`config.mk`:
```
export PLATFORM = sky130hd
export DESIGN_NAME = sniffer_ctrl_top
export DESIGN_NICKNAME = d
export VERILOG_FILES = /design/src/logic/sniffer_ctrl_pkg.sv /design/src/logic/frame_ctrl.sv /design/src/logic/link_status.sv /design/src/logic/reg_bank.sv /design/src/logic/sniffer_ctrl_top.sv /design/src/logic/spi_pin_sync.sv /design/src/logic/spi_shifter.sv
export SDC_FILE = /design/constraint.sdc
export NUM_CORES = 1
export LEC_CHECK = 0
export BUFFER_PORTS_ARGS = -buffer_cell sky130_fd_sc_hd__clkbuf_2
export CAP_MARGIN = 20
export CORE_ASPECT_RATIO = 2
export CORE_MARGIN = 4
export CORE_UTILIZATION = 25
export DETAILED_ROUTE_END_ITERATION = 12
export MAX_ROUTING_LAYER = met4
export RECOVER_POWER = 25
export REMOVE_ABC_BUFFERS = 1
export SKIP_CTS_REPAIR_TIMING = 1
export SLEW_MARGIN = 20
export SYNTH_ARGS = -nofsm -noshare
export SYNTH_HDL_FRONTEND = slang
export SYNTH_HIERARCHICAL = 1
export SYNTH_SLANG_ARGS = --single-unit
```
`constraint.sdc`:
```
create_clock -name clk_ctrl -period 3.2 [get_ports clk_ctrl]
set_clock_uncertainty 0.1 [all_clocks]
set_input_delay 0.32 -clock clk_ctrl [delete_from_list [all_inputs] [get_ports clk_ctrl]]
set_output_delay 0.32 -clock clk_ctrl [all_outputs]
set_load 0.01 [all_outputs]
```
`src/logic/sniffer_ctrl_pkg.sv`:
```
`default_nettype none

package sniffer_ctrl_pkg;

    localparam int BYTE_W     = 8; // Bits per SPI byte
    localparam int HDR_ADDR_W = 6; // Header address field
    localparam int LEN_W      = 5; // Info length field

    // First byte of every frame
    typedef struct packed {
        logic                  read;   // Burst read when set with format
        logic                  format; // Burst framing with info byte
        logic [HDR_ADDR_W-1:0] addr;   // Start address
    } header_t;

    // Second byte of a burst frame
    typedef struct packed {
        logic [BYTE_W-LEN_W-1:0] extra; // Reserved, ignored
        logic [LEN_W-1:0]        len;   // Data bytes that follow
    } info_t;

    // Same received byte, decoded by its frame position
    typedef union packed {
        header_t hdr;
        info_t   info;
    } frame_byte_u;

    typedef enum logic [1:0] {
        ERR_NONE       = 2'd0,
        ERR_BAD_HEADER = 2'd1, // Read without format
        ERR_EARLY_END  = 2'd2, // SS high before last byte
        ERR_OVERRUN    = 2'd3  // Bytes after frame completion
    } err_code_e;

    // Synchronized pin events, one-cycle strobes except mosi
    typedef struct packed {
        logic sck_rise;
        logic sck_fall;
        logic mosi;        // Level, aligned with sck_rise
        logic frame_start; // SS falling
        logic frame_end;   // SS rising
    } spi_events_t;

    typedef struct packed {
        logic                  en;
        logic [HDR_ADDR_W-1:0] addr;
        logic [BYTE_W-1:0]     data;
    } bank_wr_t;

    typedef struct packed {
        logic      done; // Strobe at frame end
        err_code_e code;
    } frame_result_t;

    // Byte returned during every header
    typedef struct packed {
        logic [5:0] frame_count; // Wrapping
        err_code_e  code;        // Result of last frame
    } status_t;

endpackage

`default_nettype wire

```
`src/logic/frame_ctrl.sv`:
```
`timescale 1ns/1ps
`default_nettype none

module frame_ctrl #(
    parameter int ADDR_BITS = 6
) (
    input  logic                                    clk_ctrl,
    input  logic                                    main_rst,
    input  sniffer_ctrl_pkg::spi_events_t           events,
    input  sniffer_ctrl_pkg::frame_byte_u           rx_byte,
    input  logic                                    byte_done,
    input  logic [sniffer_ctrl_pkg::BYTE_W-1:0]     rd_data,
    input  sniffer_ctrl_pkg::status_t               status,
    output sniffer_ctrl_pkg::frame_byte_u           tx_byte,
    output sniffer_ctrl_pkg::bank_wr_t              bank_wr,
    output logic [sniffer_ctrl_pkg::HDR_ADDR_W-1:0] rd_addr,
    output sniffer_ctrl_pkg::frame_result_t         result
);
    import sniffer_ctrl_pkg::*;

    typedef enum logic [2:0] {
        IDLE,
        HEADER,
        INFO,
        DATA,
        DONE,
        FAULT
    } state_e;

    state_e            state_q;
    err_code_e         err_q;     // Reason for FAULT
    err_code_e         end_code;
    err_code_e         code_q;
    logic              read_q;    // Latched mode bits
    logic              fmt_q;
    logic [LEN_W-1:0]  len_q;
    logic [LEN_W-1:0]  count_q;   // Data bytes done
    logic [LEN_W-1:0]  count_next;
    logic              last_byte;
    logic [ADDR_BITS-1:0] addr_q; // Running address, wraps with bank size
    logic              wr_en_q;
    logic [HDR_ADDR_W-1:0] wr_addr_q;
    logic [BYTE_W-1:0] wr_data_q;
    logic              done_q;

    assign count_next = count_q + 1'b1;
    assign last_byte  = fmt_q ? (count_next == len_q) : 1'b1; // Single write has one byte
    assign rd_addr    = HDR_ADDR_W'(addr_q);
    assign bank_wr    = '{en: wr_en_q, addr: wr_addr_q, data: wr_data_q};
    assign result     = '{done: done_q, code: code_q};

    // Reply for the next byte, sampled on frame_start or byte_done
    always_comb begin
        tx_byte = rx_byte; // Echo by default
        case (state_q)
            IDLE: tx_byte = frame_byte_u'(status);
            INFO: if (read_q && rx_byte.info.len != '0) tx_byte = rd_data;
            DATA: if (read_q && !last_byte) tx_byte = rd_data;
            default: tx_byte = rx_byte;
        endcase
    end

    always_comb begin
        case (state_q)
            DONE:    end_code = ERR_NONE;
            FAULT:   end_code = err_q;
            default: end_code = ERR_EARLY_END; // SS rose mid frame
        endcase
    end

    always_ff @(posedge clk_ctrl) begin
        if (main_rst) begin
            state_q <= IDLE;
            err_q   <= ERR_NONE;
            read_q  <= 1'b0;
            fmt_q   <= 1'b0;
            len_q   <= '0;
            count_q <= '0;
            wr_en_q <= 1'b0;
            done_q  <= 1'b0;
            code_q  <= ERR_NONE;
        end else begin
            wr_en_q <= 1'b0;
            done_q  <= 1'b0;
            if (events.frame_end) begin
                state_q <= IDLE; // Recovery ends here
                if (state_q != IDLE) begin
                    done_q <= 1'b1;
                    code_q <= end_code;
                end
            end else if (state_q == IDLE) begin
                if (events.frame_start) begin
                    state_q <= HEADER;
                    err_q   <= ERR_NONE;
                end
            end else if (byte_done) begin
                case (state_q)
                    HEADER: begin
                        read_q  <= rx_byte.hdr.read;
                        fmt_q   <= rx_byte.hdr.format;
                        count_q <= '0;
                        if (rx_byte.hdr.read && !rx_byte.hdr.format) begin
                            state_q <= FAULT;
                            err_q   <= ERR_BAD_HEADER;
                        end else if (rx_byte.hdr.format) begin
                            state_q <= INFO;
                        end else begin
                            state_q <= DATA; // Single write
                        end
                    end
                    INFO: begin
                        len_q   <= rx_byte.info.len; // Upper bits ignored
                        state_q <= (rx_byte.info.len == '0) ? DONE : DATA;
                    end
                    DATA: begin
                        wr_en_q <= !read_q;
                        count_q <= count_next;
                        if (last_byte) state_q <= DONE;
                    end
                    DONE: begin
                        state_q <= FAULT;
                        err_q   <= ERR_OVERRUN;
                    end
                    FAULT: state_q <= FAULT;
                    default: state_q <= IDLE;
                endcase
            end
        end
    end

    // Address and write payload
    always_ff @(posedge clk_ctrl) begin
        if (byte_done) begin
            case (state_q)
                HEADER: addr_q <= rx_byte.hdr.addr[ADDR_BITS-1:0];
                INFO:   if (read_q) addr_q <= addr_q + 1'b1; // Byte 0 already read
                DATA: begin
                    wr_addr_q <= rd_addr;
                    wr_data_q <= rx_byte;
                    addr_q    <= addr_q + 1'b1;
                end
                default: addr_q <= addr_q;
            endcase
        end
    end

endmodule

`default_nettype wire

```
`src/logic/link_status.sv`:
```
`timescale 1ns/1ps
`default_nettype none

module link_status (
    input  logic                            clk_ctrl,
    input  logic                            main_rst,
    input  sniffer_ctrl_pkg::frame_result_t result,
    output sniffer_ctrl_pkg::status_t       status
);
    import sniffer_ctrl_pkg::*;

    status_t status_q;

    // Every finished frame counts, errored ones too
    always_ff @(posedge clk_ctrl) begin
        if (main_rst) begin
            status_q.frame_count <= '0;
            status_q.code        <= ERR_NONE;
        end else if (result.done) begin
            status_q.frame_count <= status_q.frame_count + 1'b1; // Wraps at 64
            status_q.code        <= result.code;
        end
    end

    assign status = status_q; // Valid the cycle after done

endmodule

`default_nettype wire

```
`src/logic/reg_bank.sv`:
```
`timescale 1ns/1ps
`default_nettype none

module reg_bank #(
    parameter int ADDR_BITS = 6
) (
    input  logic                                    clk_ctrl,
    input  logic                                    main_rst,
    input  sniffer_ctrl_pkg::bank_wr_t              bank_wr,
    input  logic [sniffer_ctrl_pkg::HDR_ADDR_W-1:0] rd_addr,
    output logic [sniffer_ctrl_pkg::BYTE_W-1:0]     rd_data
);
    import sniffer_ctrl_pkg::*;

    localparam int DEPTH = 1 << ADDR_BITS;

    logic [BYTE_W-1:0] mem [DEPTH];

    // Cleared on reset, one write per cycle
    always_ff @(posedge clk_ctrl) begin
        if (main_rst) begin
            for (int i = 0; i < DEPTH; i++) begin
                mem[i] <= '0;
            end
        end else if (bank_wr.en) begin
            mem[bank_wr.addr[ADDR_BITS-1:0]] <= bank_wr.data; // Low bits only
        end
    end

    assign rd_data = mem[rd_addr[ADDR_BITS-1:0]]; // Same cycle read

endmodule

`default_nettype wire

```
`src/logic/sniffer_ctrl_top.sv`:
```
`timescale 1ns/1ps
`default_nettype none

module sniffer_ctrl_top #(
    parameter int ADDR_BITS   = 6, // 1 to 6
    parameter int SYNC_STAGES = 2  // 2 or more
) (
    input  logic clk_ctrl,
    input  logic main_rst,
    input  logic spi_sck,
    input  logic spi_ss,
    input  logic spi_mosi,
    output logic spi_miso
);
    import sniffer_ctrl_pkg::*;

    spi_events_t           events;
    frame_byte_u           rx_byte;
    frame_byte_u           tx_byte;
    logic                  byte_done;
    bank_wr_t              bank_wr;
    logic [HDR_ADDR_W-1:0] rd_addr;
    logic [BYTE_W-1:0]     rd_data;
    frame_result_t         result;
    status_t               status;

    spi_pin_sync #(
        .SYNC_STAGES(SYNC_STAGES)
    ) u_pin_sync (
        .clk_ctrl(clk_ctrl),
        .main_rst(main_rst),
        .spi_sck (spi_sck),
        .spi_ss  (spi_ss),
        .spi_mosi(spi_mosi),
        .events  (events)
    );

    spi_shifter u_shifter (
        .clk_ctrl (clk_ctrl),
        .main_rst (main_rst),
        .events   (events),
        .tx_byte  (tx_byte),
        .rx_byte  (rx_byte),
        .byte_done(byte_done),
        .spi_miso (spi_miso)
    );

    // Frame decode and reply select
    frame_ctrl #(
        .ADDR_BITS(ADDR_BITS)
    ) u_frame_ctrl (
        .clk_ctrl (clk_ctrl),
        .main_rst (main_rst),
        .events   (events),
        .rx_byte  (rx_byte),
        .byte_done(byte_done),
        .rd_data  (rd_data),
        .status   (status),
        .tx_byte  (tx_byte),
        .bank_wr  (bank_wr),
        .rd_addr  (rd_addr),
        .result   (result)
    );

    reg_bank #(
        .ADDR_BITS(ADDR_BITS)
    ) u_reg_bank (
        .clk_ctrl(clk_ctrl),
        .main_rst(main_rst),
        .bank_wr (bank_wr),
        .rd_addr (rd_addr),
        .rd_data (rd_data)
    );

    link_status u_link_status (
        .clk_ctrl(clk_ctrl),
        .main_rst(main_rst),
        .result  (result),
        .status  (status)   // Back to frame_ctrl for header reply
    );

endmodule

`default_nettype wire

```
`src/logic/spi_pin_sync.sv`:
```
`timescale 1ns/1ps
`default_nettype none

module spi_pin_sync #(
    parameter int SYNC_STAGES = 2
) (
    input  logic                          clk_ctrl,
    input  logic                          main_rst,
    input  logic                          spi_sck,
    input  logic                          spi_ss,
    input  logic                          spi_mosi,
    output sniffer_ctrl_pkg::spi_events_t events
);
    import sniffer_ctrl_pkg::*;

    logic [SYNC_STAGES-1:0] sck_sync;
    logic [SYNC_STAGES-1:0] ss_sync;
    logic [SYNC_STAGES-1:0] mosi_sync;
    logic                   sck_hist; // Previous synchronized SCK
    logic                   ss_hist;  // Previous synchronized SS
    logic                   sck_s;
    logic                   ss_s;

    assign sck_s = sck_sync[SYNC_STAGES-1];
    assign ss_s  = ss_sync[SYNC_STAGES-1];

    // Control chains, SS idles high so no false edge leaving reset
    always_ff @(posedge clk_ctrl) begin
        if (main_rst) begin
            sck_sync <= '0;
            ss_sync  <= '1;
            sck_hist <= 1'b0;
            ss_hist  <= 1'b1;
        end else begin
            sck_sync <= {sck_sync[SYNC_STAGES-2:0], spi_sck};
            ss_sync  <= {ss_sync[SYNC_STAGES-2:0], spi_ss};
            sck_hist <= sck_s;
            ss_hist  <= ss_s;
        end
    end

    always_ff @(posedge clk_ctrl) begin
        mosi_sync <= {mosi_sync[SYNC_STAGES-2:0], spi_mosi}; // Same depth as SCK
    end

    // Registered strobes, SYNC_STAGES+1 cycles after the pin
    always_ff @(posedge clk_ctrl) begin
        if (main_rst) begin
            events <= '0;
        end else begin
            events.sck_rise    <= sck_s & ~sck_hist & ~ss_s; // Only inside a frame
            events.sck_fall    <= ~sck_s & sck_hist & ~ss_s;
            events.mosi        <= mosi_sync[SYNC_STAGES-1];
            events.frame_start <= ~ss_s & ss_hist;
            events.frame_end   <= ss_s & ~ss_hist;
        end
    end

endmodule

`default_nettype wire

```
`src/logic/spi_shifter.sv`:
```
`timescale 1ns/1ps
`default_nettype none

module spi_shifter (
    input  logic                          clk_ctrl,
    input  logic                          main_rst,
    input  sniffer_ctrl_pkg::spi_events_t events,
    input  sniffer_ctrl_pkg::frame_byte_u tx_byte,
    output sniffer_ctrl_pkg::frame_byte_u rx_byte,
    output logic                          byte_done,
    output logic                          spi_miso
);
    import sniffer_ctrl_pkg::*;

    localparam int CNT_W = $clog2(BYTE_W);

    logic [CNT_W-1:0]  bit_cnt;  // Bits of the current byte
    logic [BYTE_W-1:0] rx_sr;
    logic [BYTE_W-1:0] tx_sr;
    logic              last_bit;

    assign last_bit = (bit_cnt == CNT_W'(BYTE_W - 1));
    assign rx_byte  = rx_sr;             // Complete while byte_done is high
    assign spi_miso = tx_sr[BYTE_W-1];   // MSB first

    // Bit count and byte strobe
    always_ff @(posedge clk_ctrl) begin
        if (main_rst) begin
            bit_cnt   <= '0;
            byte_done <= 1'b0;
        end else begin
            byte_done <= events.sck_rise & last_bit; // One cycle after eighth rise
            if (events.frame_start || events.frame_end) begin
                bit_cnt <= '0; // Partial byte dropped
            end else if (events.sck_rise) begin
                bit_cnt <= bit_cnt + 1'b1; // Wraps per byte
            end
        end
    end

    always_ff @(posedge clk_ctrl) begin
        if (events.sck_rise) begin
            rx_sr <= {rx_sr[BYTE_W-2:0], events.mosi};
        end
    end

    // Reply register
    always_ff @(posedge clk_ctrl) begin
        if (main_rst) begin
            tx_sr <= '0;
        end else if (events.frame_end) begin
            tx_sr <= '0; // MISO low between frames
        end else if (events.frame_start || byte_done) begin
            tx_sr <= tx_byte;
        end else if (events.sck_fall && bit_cnt != '0) begin
            // Fall after the eighth rise keeps the new MSB
            tx_sr <= {tx_sr[BYTE_W-2:0], 1'b0};
        end
    end

endmodule

`default_nettype wire

```
* After elaboration in Yosys (flattened, before gate mapping) *
Memory sizes are Yosys's and may differ from the RTL's. A register that Yosys moved wholly into a read port is not among the register bits.
Cells that the tools add are included.

cells by class
  $add $sub $neg = 4
  reductions and logical operators = 33
  bitwise gates (word level) = 15
  equality and inequality tests = 11
  muxes and demuxes = 33

operators with widths
  cell                                                                   count
  8-bit two-way mux                                                      5
  8-bit case mux with 3 select lines                                     1
  3-bit two-way mux                                                      6
  6-bit two-way mux                                                      3
  6-bit case mux with 3 select lines                                     1
  6-bit by 1-bit adder with 6-bit output, second input constant          2
  3-bit case mux with 4 select lines                                     1
  4-bit AND reduction                                                    3
  3-bit nonzero test                                                     4
  5-bit case mux with 2 select lines                                     1
  3-bit equality test, second input constant                             3
  1-bit two-way mux                                                      9
  2-bit two-way mux                                                      4
  1-bit inverter                                                         8
  2-bit case mux with 2 select lines                                     2
  2-bit OR reduction                                                     4
  8-bit OR reduction                                                     1
  1-bit bitwise AND                                                      7
  3-bit by 2-bit equality test with 1-bit output, second input constant  2
  3-bit by 1-bit != test with 1-bit output, second input constant        2
  3-bit AND reduction                                                    2
  2-bit nonzero test                                                     3
  5-bit by 1-bit adder with 5-bit output, second input constant          1
  5-bit equality test                                                    1
  other kinds (13)                                                       20

word-level totals
  memories = 1
  word-level logic and storage cells = 125
  input port bits = 5
  bits in registers = 82
  memory bits (writable) = 512
  output and inout port bits = 1

memories
  name            words  bits a word  rd ports  clocked after memory_dff  write ports  line            text
  u_reg_bank.mem  64     8            1         1                         64           reg_bank.sv:17  logic [BYTE_W-1:0] mem [DEPTH];

* Depth between registers and ports, before layout *
Gate-level depths: netlist of run 1.

  word-level depth = 8
  gate-level depth with buffers = 17
  depth with buffers taken out = 12

* Hierarchy *
Netlist of run 1, hierarchy kept.

by module, submodules not included
  module        sequential area each (µm²)  area an instance (µm²)  times used  cells an instance
  reg_bank      15,374.7                    23,840.4                1           1,563
  frame_ctrl    1,021.0                     2,293.4                 1           257
  spi_shifter   480.5                       828.3                   1           72
  spi_pin_sync  260.2                       355.3                   1           25
  link_status   160.2                       330.3                   1           32

* Worst setup path after synthesis of run 1 *
Ideal clock, no wire load.

  kind = reg-to-reg
  from = register u_frame_ctrl/rd_addr[0] (netlist name)
  to = register u_shifter.tx_sr[7]
  clock period less this slack = 3,172 ps
  library setup time = 123 ps
  buffers on the path = 1
  arrival = 2,949 ps
  slack = 28 ps
  required time = 2,977 ps
  cell stages (with the launch flop) = 13
  path through = edfxtp_1 > buf_2 > mux4_2 > mux4_2 > nor2_1 > nor3_1 > a21o_1 > mux2_2 > a211oi_1 > a21oi_1 > a2bb2oi_1 > o21ai_0 > a31oi_1

RTL lines
  item                  line               text
  end signal, assigned  spi_shifter.sv:54  tx_sr <= tx_byte;
  end signal, assigned  spi_shifter.sv:57  tx_sr <= {tx_sr[BYTE_W-2:0], 1'b0};
  end, declared         spi_shifter.sv:19  logic [BYTE_W-1:0] tx_sr;

==> results.txt, run 1 <==
----------------------------------------------------
[STA]
  Post-route minimum period ... 3.41 ns
  Number of pins with negative max-slew slack in the final report ... 0
  Final Cycle Share ... 106%
  Relative slew slack ... 33.8%
  Final hold violations ... 0
  Pin slew with the least headroom to its limit ... between 0.9 and 1 ns
  RSZ-0062 raised after global routing ... true
  Finish-stage setup viols ... 7
  Fmax ... between 0.2 and 0.3 GHz
  Final worst slack ... -0.207 ns

[Synth]
  Number of distinct library cell variants in the gate-level netlist after synthesis ... between 70 and 80
  Part of the Yosys area used for sequential elements ... between 60% and 70%
  Syn Inst Count ... a little under 2,000
  Synth Register Bits ... about 590
  Mean instance size in the synthesized netlist ... about 14 µm²
  Synth area leaders ... sky130_fd_sc_hd__edfxtp_1 (59%), sky130_fd_sc_hd__and2_1 (12%), sky130_fd_sc_hd__mux4_2 (11%), sky130_fd_sc_hd__dfxtp_1 (3.9%), sky130_fd_sc_hd__nor2_1 (1.7%)
  Prevailing post-synth register cell ... sky130_fd_sc_hd__edfxtp_1
  Cell area after synthesis ... ~28,000 µm²
  Fraction of synthesized cell area taken by the top area cell type ... 58.7%
  Number of synthesized flops with an enable pin ... between 500 and 600
  Most area-hungry cell type in the Yosys netlist ... sky130_fd_sc_hd__edfxtp_1
  Share of flip-flops with an asynchronous set or reset after synthesis ... 0%
  Yosys Warn Count ... 6

[Critical path]
  Maximum fanout encountered on the critical timing path ... 4
  Slack of the worst reg-to-reg path ... -0.21 ns
  Cell depth of the worst flop-to-flop path ... 17
  Required time at the endpoint of the critical path ... 3.60 ns
  Slowest stage cell, crit path ... sky130_fd_sc_hd__edfxtp_1
  Startpoint of the worst register-to-register path ... u_frame_ctrl/rd_addr[1]
  Critical Path, Cell by Cell ... buf_6 -> clkbuf_16 -> buf_4 -> mux4_2 -> mux2_2 -> o22ai_2 -> buf_4 -> a221o_1 -> buf_4 -> o21ai_4 -> nand2_1 -> o22ai_2 -> a211oi_2 -> a21oi_2 -> a2bb2oi_2 -> o21ai_1 -> a21oi_2
  Type of the worst setup path ... flop to flop
  Crit path buf inv count ... 5
  Top cell by count, worst path ... sky130_fd_sc_hd__buf_4
  End of the worst register-to-register path ... u_shifter/tx_sr[0]
  Cell class contributing the biggest share of worst-path delay ... compound AO/OA/AOI/OAI gates
  Endpoint kind of the worst setup timing path ... flop
  CP Data Arrival Time ... 3.81 ns
  Largest stage delay, worst path ... between 0.4 and 0.5 ns
  Crit start category ... flop

[Route]
  Routed Wire Length ... ~78,000 µm
  Post-detailed-route DRC marker count ... 0
  Routed wire per std cell ... approximately 22 µm
  Vias/cell ... between 4 and 5
  DRT antenna net count ... 0
  Router iterations before antenna repair ... 5
  Total vias in the final route ... 16,400
  DRC marker count from the first detailed-route iteration ... 989

[Finish]
  Post-route core utilization ... between 20% and 30%
  Proportion of layout cells with a drive suffix above 1 ... approximately a quarter
  Number of nets in the finished design ... between 2,000 and 2,500
  Area overhead of the layout relative to synthesis ... 18.9%
  Fill cell count ... 10,900
  Most frequent standard cell in the layout excluding fill and tap cells ... sky130_fd_sc_hd__edfxtp_1
  Commonest cells after routing, fill and taps aside ... sky130_fd_sc_hd__edfxtp_1 (540), sky130_fd_sc_hd__and2_1 (513), sky130_fd_sc_hd__buf_4 (197)

[Outcome]
  Outcome ... finished, violations left
  Violations in the final reports ... negative setup slack

[Floorplanning]
  Number of cell rows ... 172
  Die ar. ... about 120,000 µm²
  Core box area ... between 100,000 and 150,000 µm²
  Effective utilization at floorplan ... between 20 and 30%
  Horizontal die dimension ... 243 µm
  Boundary Pins ... 6
  Chip Height ... approximately 480 µm

[GRT]
  Largest net degree at the start of global routing ... 65
  Antenna violations before repair ... 1
  First-pass GRT wire length ... between 100,000 and 150,000 µm
  Vias in the first global route ... between 15,000 and 20,000
  All-layer global routing usage ... roughly an eighth
  GRT Residual Overflow ... 0

[Power]
  Share of total power in the clock network ... between 40% and 50%
  Total internal power ... ~12 mW
  Share of power burned in combinational logic ... under 10%
  Switching component of the power ... 3.23 mW
  LEAKAGE ... around 12 nW
  Worst VDD drop ... around 370 µV
  Total chip power ... roughly 15 mW
  Fraction of power consumed by sequential logic ... between 50% and 60%
  PwrDens ... ~460 nW/µm²
  Switching share of total power ... 21.2%

[Clock network]
  Clock tree from TritonCTS ... yes
  Clk Tree Root Cell ... sky130_fd_sc_hd__clkbuf_16
  Total clock buffers created by CTS ... 47
  Clock latency of the later-clocked register in the worst-skew pair ... 0.62 ns
  Clock sink total ... approximately 600
  H-tree levels ... 2
  Clock edge transition at the registers on the reported setup and hold paths ... 0.08 ns
  Max Buffers Root-to-Sink ... 3

[Run]
  MaxCap Viol Count ... 0

[Placement]
  Placed wire-length estimate ... approximately 55,000 µm
  Port-buffer cells ... 5
  GP Congestion ... about 0.87
  Worst slack after detailed placement ... -0.457 ns

[Worst hold path]
  Worst hold stages ... 0
  Min-delay src ... u_pin_sync/mosi_sync[0]
  Endpoint, Worst Hold ... u_pin_sync/mosi_sync[1]
  Type of the tightest min-delay check ... flop to flop

----------------------------------------------------
==> routing by layer <==
metal	GRT usage [%]	vias up	part of all wire, %
li1	-	7422	-
met1	11.3	8424	31
met2	26.6	374	59
met3	0.958	218	2.5
met4	8.57	0	7.5
met5	-	-	0
==> layout make-up <==
| cell class | instances | area [µm²] | area share [%] |
|---|---|---|---|
| Inverter | 11 | 41.3 | 0.126 |
| Tap cell | 1392 | 1740 | 5.30 |
| Clock buffer | 61 | 1250 | 3.80 |
| Clock inverter | 27 | 295 | 0.898 |
| Timing Repair Buffer | 246 | 2270 | 6.92 |
| Antenna cell | 1 | 2.50 | 0.00761 |
| Sequential cell | 594 | 17300 | 52.6 |
| Multi-Input combinational cell | 1208 | 9980 | 30.4 |
==> power by group through the flow <==
| stage | registers [mW] | logic [mW] | clock network, mW |
|---|---|---|---|
| CTS | 8.73 | 0.407 | 6.24 |
| detailed placement | 8.91 | 0.406 | 0 |
| floorplan | 8.85 | 0.252 | 0 |
| finish | 8.73 | 0.421 | 6.09 |
| global placement | 8.90 | 0.401 | 0 |
| global route | 8.75 | 0.445 | 6.48 |
==> stage by stage <==
stage,cell area (µm²),hold WS (ns),cells,setup TNS (ns)
after CTS,32100,-0.307,3503,-2.46
after global placement,30500,0.225,3415,-2.20
after floorplan,27000,0.210,1813,-35.83
after global routing,32900,0.245,3540,-1.70
final,32900,0.234,3540,-0.885
after detailed placement,30500,0.224,3415,-2.17
==> worst max path at each step <==
stage | startpoint | end | cells after the start | slack [ns]
finish | u_frame_ctrl/rd_addr[1] | u_shifter/tx_sr[0] | 17 | -0.21
global route | u_frame_ctrl/rd_addr[1] | u_shifter/tx_sr[0] | 17 | -0.30
CTS | u_frame_ctrl/rd_addr[0] | u_shifter/tx_sr[5] | 16 | -0.52
detailed placement | u_frame_ctrl/rd_addr[0] | u_shifter/tx_sr[5] | 16 | -0.46
global placement | u_frame_ctrl/rd_addr[0] | u_shifter/tx_sr[5] | 16 | -0.48
floorplan | u_frame_ctrl/rd_addr[1] | u_shifter/tx_sr[7] | 11 | -3.22
==> state kept, by name (all words and copies together) (netlist names), 5 cells and up <==
| signal | cells |
|---|---|
| u_frame_ctrl/count_q | 5 |
| u_frame_ctrl/rd_addr | 6 |
| u_link_status/status | 8 |
| u_frame_ctrl/wr_addr_q | 6 |
| u_frame_ctrl/wr_data_q | 8 |
| u_frame_ctrl/len_q | 5 |
| u_pin_sync/events | 5 |
| u_shifter/rx_byte | 8 |
| u_reg_bank/mem | 512 |
| u_shifter/tx_sr | 8 |
==> synthesized netlist by cell type, types with 3 or more instances <==
library cell                number
sky130_fd_sc_hd__nor3_1         10
sky130_fd_sc_hd__xnor2_1         5
sky130_fd_sc_hd__a31oi_1         9
sky130_fd_sc_hd__nor4b_1         3
sky130_fd_sc_hd__or2_1          15
sky130_fd_sc_hd__nand4_1         4
sky130_fd_sc_hd__buf_6          12
sky130_fd_sc_hd__or3_1           5
sky130_fd_sc_hd__mux2i_1        38
sky130_fd_sc_hd__mux2_2          8
sky130_fd_sc_hd__or3b_1          3
sky130_fd_sc_hd__nor2_1        128
sky130_fd_sc_hd__nor2b_1        10
sky130_fd_sc_hd__inv_1          10
sky130_fd_sc_hd__nor3b_1         5
sky130_fd_sc_hd__buf_1          12
sky130_fd_sc_hd__o21ai_1        15
sky130_fd_sc_hd__buf_4          10
sky130_fd_sc_hd__nand3_1        15
sky130_fd_sc_hd__nand3b_1        6
sky130_fd_sc_hd__mux4_2        132
sky130_fd_sc_hd__or2_2          56
sky130_fd_sc_hd__and2_1        513
sky130_fd_sc_hd__o41ai_1         6
sky130_fd_sc_hd__and2b_2         3
sky130_fd_sc_hd__clkbuf_1       82
sky130_fd_sc_hd__nand2_1        39
sky130_fd_sc_hd__o221ai_1        3
sky130_fd_sc_hd__a211oi_1       18
sky130_fd_sc_hd__xor2_1          9
sky130_fd_sc_hd__a21oi_1        33
sky130_fd_sc_hd__dfxtp_1        54
sky130_fd_sc_hd__o22ai_1        19
sky130_fd_sc_hd__ha_1            6
sky130_fd_sc_hd__a2bb2oi_1       7
sky130_fd_sc_hd__buf_2          20
sky130_fd_sc_hd__o21ai_0        35
sky130_fd_sc_hd__nand2b_1       13
sky130_fd_sc_hd__edfxtp_1      540
==> cell families (layout without fill, tap and decap cells) <==
logic type      count (synthesis)  count (layout)  synth area share (%)
other cells                     0               1                     0
flops                         594             594                  62.6
xor+xnor                       14              14                 0.444
buf+inv                       147             345                  2.55
fa+ha+maj                       6               6                 0.272
mux                           178             178                  12.5
compound gates                164             164                  3.78
simple gates                  846             846                  17.9
Note: power is estimated with default switching activity, not from simulation.
==> run 2: changes to the inputs <==
==> constraint.sdc (replaced) <==
create_clock -name clk_ctrl -period 3.2 [get_ports clk_ctrl]
set_clock_uncertainty 0.1 [all_clocks]
set_input_delay 0.16 -clock clk_ctrl [delete_from_list [all_inputs] [get_ports clk_ctrl]]
set_output_delay 0.16 -clock clk_ctrl [all_outputs]
set_load 0.01 [all_outputs]
==> run 2 against run 1 <==
The flow still finishes with violations (negative setup slack). Sequential power about the same. Sequential cell count unchanged. Non-clock buffer count decreased by 19. Clock power increased by 1%. Worst setup slack got worse by 0.050 ns. First-iteration DRC count increased by 10%. Register-to-register slack got worse by 0.05 ns. Cell area decreased by 0.86%. Critical path depth decreased by 1. Die area unchanged. Final cell count decreased by 0.59%. Global-route usage increased by 0.076 points. Critical endpoint is now u_shifter/tx_sr[5]. Largest power group unchanged.
==> results.txt, run 2 (synthesis gave the netlist of run 1 again) <==
----------------------------------------------------
[Outcome]
  Outcome ... finished, violations left
  Violations in the final reports ... negative setup slack

[GRT]
  All-layer global routing usage ... between 10% and 20%
  Global route hottest layer ... met2
  Met3 routing resource usage after global routing ... ~1.1%
  First-pass GRT wire length ... ~110,000 µm
  Vias in the first global route ... 16,900
  GRT Residual Overflow ... 0
  Largest net degree at the start of global routing ... between 100 and 150
  Antenna violations before repair ... 3
  GR Layer Usage met1 ... about 11%
  Routing usage on met2 ... between 20% and 30%

[Clock network]
  Clock tree from TritonCTS ... yes
  Clock sink total ... 594
  Clk Tree Root Cell ... sky130_fd_sc_hd__clkbuf_16
  Clock latency of the later-clocked register in the worst-skew pair ... 0.61 ns
  Total clock buffers created by CTS ... between 40 and 50
  H-tree levels ... 2
  Clock edge transition at the registers on the reported setup and hold paths ... ~0.080 ns
  Max Buffers Root-to-Sink ... 3

[Placement]
  Placed wire-length estimate ... between 50,000 and 60,000 µm
  GP Congestion ... between 0.9 and 1
  Port-buffer cells ... 5

[Floorplanning]
  Die ar. ... 116,000 µm²
  Effective utilization at floorplan ... 25.2%
  Number of cell rows ... between 150 and 200
  Chip Height ... 478 µm
  Core box area ... between 100,000 and 150,000 µm²
  Boundary Pins ... 6
  Horizontal die dimension ... 243 µm

[Critical path]
  Type of the worst setup path ... flop to flop
  Endpoint kind of the worst setup timing path ... flop
  Crit start category ... flop
  Maximum fanout encountered on the critical timing path ... 8
  Required time at the endpoint of the critical path ... between 3 and 4 ns
  CP Data Arrival Time ... around 3.8 ns

[Route]
  Routed wire per std cell ... between 20 and 25 µm
  Router iterations before antenna repair ... 8
  DRC marker count from the first detailed-route iteration ... 1,088
  Routed Wire Length ... 77,900 µm
  Post-detailed-route DRC marker count ... 0
  Vias/cell ... about 4.6
  DRT antenna net count ... 0
  Total vias in the final route ... around 16,000

[STA]
  Post-route minimum period ... ~3.5 ns
  Fmax ... 0.289 GHz
  Final Cycle Share ... 108%
  Worst hold slack after final layout ... 0.104 ns
  Finish-stage setup viols ... 7
  Pin slew with the least headroom to its limit ... 1.06 ns
  Relative slew slack ... between 20% and 30%
  Final worst slack ... -0.258 ns
  Number of pins with negative max-slew slack in the final report ... 0
  Sum of negative setup slack ... -1.16 ns
  Final hold violations ... 0
  RSZ-0062 raised after global routing ... true

[Finish]
  Number of flip-flops under the largest register name ... 512
  Proportion of layout cells with a drive suffix above 1 ... approximately a quarter
  Area overhead of the layout relative to synthesis ... 17.9%
  Commonest cells after routing, fill and taps aside ... sky130_fd_sc_hd__edfxtp_1 (540), sky130_fd_sc_hd__and2_1 (513), sky130_fd_sc_hd__buf_4 (178)
  Most frequent standard cell in the layout excluding fill and tap cells ... sky130_fd_sc_hd__edfxtp_1
  Register containing the most flip-flops in the final layout ... u_reg_bank/mem
  Number of nets in the finished design ... approximately 2,100

[Run]
  MaxCap Viol Count ... 0

[Worst hold path]
  Type of the tightest min-delay check ... input pin to flop

[Power]
  PwrDens ... approximately 470 nW/µm²
  Worst VDD drop ... between 300 and 400 µV
  LEAKAGE ... 11.7 nW

----------------------------------------------------
==> run 2: area by class of cell <==
cell class | count | area (µm²)
Clock inverter | 34 | 365
Clock buffer | 52 | 1220
Multi-Input combinational cell | 1208 | 9860
Tap cell | 1392 | 1740
Antenna cell | 1 | 2.50
Inverter | 11 | 41.3
Fill cell | 10900 | 77200
Sequential cell | 594 | 17300
Timing Repair Buffer | 227 | 2070
==> run 2: critical path, stage by stage (launching register included) <==
cell                        delay, ns
sky130_fd_sc_hd__edfxtp_1        0.43
sky130_fd_sc_hd__buf_12          0.17
sky130_fd_sc_hd__buf_16          0.14
sky130_fd_sc_hd__buf_8           0.11
sky130_fd_sc_hd__mux4_2          0.51
sky130_fd_sc_hd__mux2i_1         0.19
sky130_fd_sc_hd__buf_4           0.15
sky130_fd_sc_hd__a21oi_2         0.05
sky130_fd_sc_hd__o21ai_2         0.22
sky130_fd_sc_hd__buf_6           0.16
sky130_fd_sc_hd__o41ai_4         0.07
sky130_fd_sc_hd__mux2_4          0.30
sky130_fd_sc_hd__a211oi_4        0.24
sky130_fd_sc_hd__a21oi_2         0.08
sky130_fd_sc_hd__a2bb2oi_2       0.14
sky130_fd_sc_hd__o21ai_1         0.15
sky130_fd_sc_hd__a31oi_1         0.06
==> run 2: path summary, 6_finish.rpt <==
kind / start / to / slack [ns] / cells past startpoint
setup / recovery: u_frame_ctrl/rd_addr[1] / u_shifter/tx_sr[5] / -0.26 / 16
hold / removal: spi_mosi / u_pin_sync/mosi_sync[0] / 0.10 / 2
setup reg to reg: u_frame_ctrl/rd_addr[1] / u_shifter/tx_sr[5] / -0.26 / 16
hold reg to reg: u_pin_sync/mosi_sync[0] / u_pin_sync/mosi_sync[1] / 0.23 / 0
==> run 2: per-layer routing <==
metal	vias to the layer above	wire length, µm
met2	357	46400
met4	0	5740
met5	-	0
li1	7394	-
met3	203	1840
met1	8406	23900
==> run 2: metrics by stage <==
stage          util (%)  total power [mW]  worst slack (ns)  instances  cell area, µm²
2_1_floorplan         -              9.11             -3.22       1813           27000
3_3_place_gp       27.6              9.31            -0.490       3386           30300
3_5_place_dp       27.6              9.31            -0.421       3386           30300
4_1_cts            29.0              15.5            -0.431       3472           31900
5_1_grt            29.7              15.8            -0.329       3519           32600
6_report           29.7              15.3            -0.258       3519           32600
==> run 2: power breakdown <==
group | internal, mW | switching [mW]
Clock | 3.27 | 2.89
Combinational | 0.158 | 0.253
Sequential | 8.65 | 0.0868
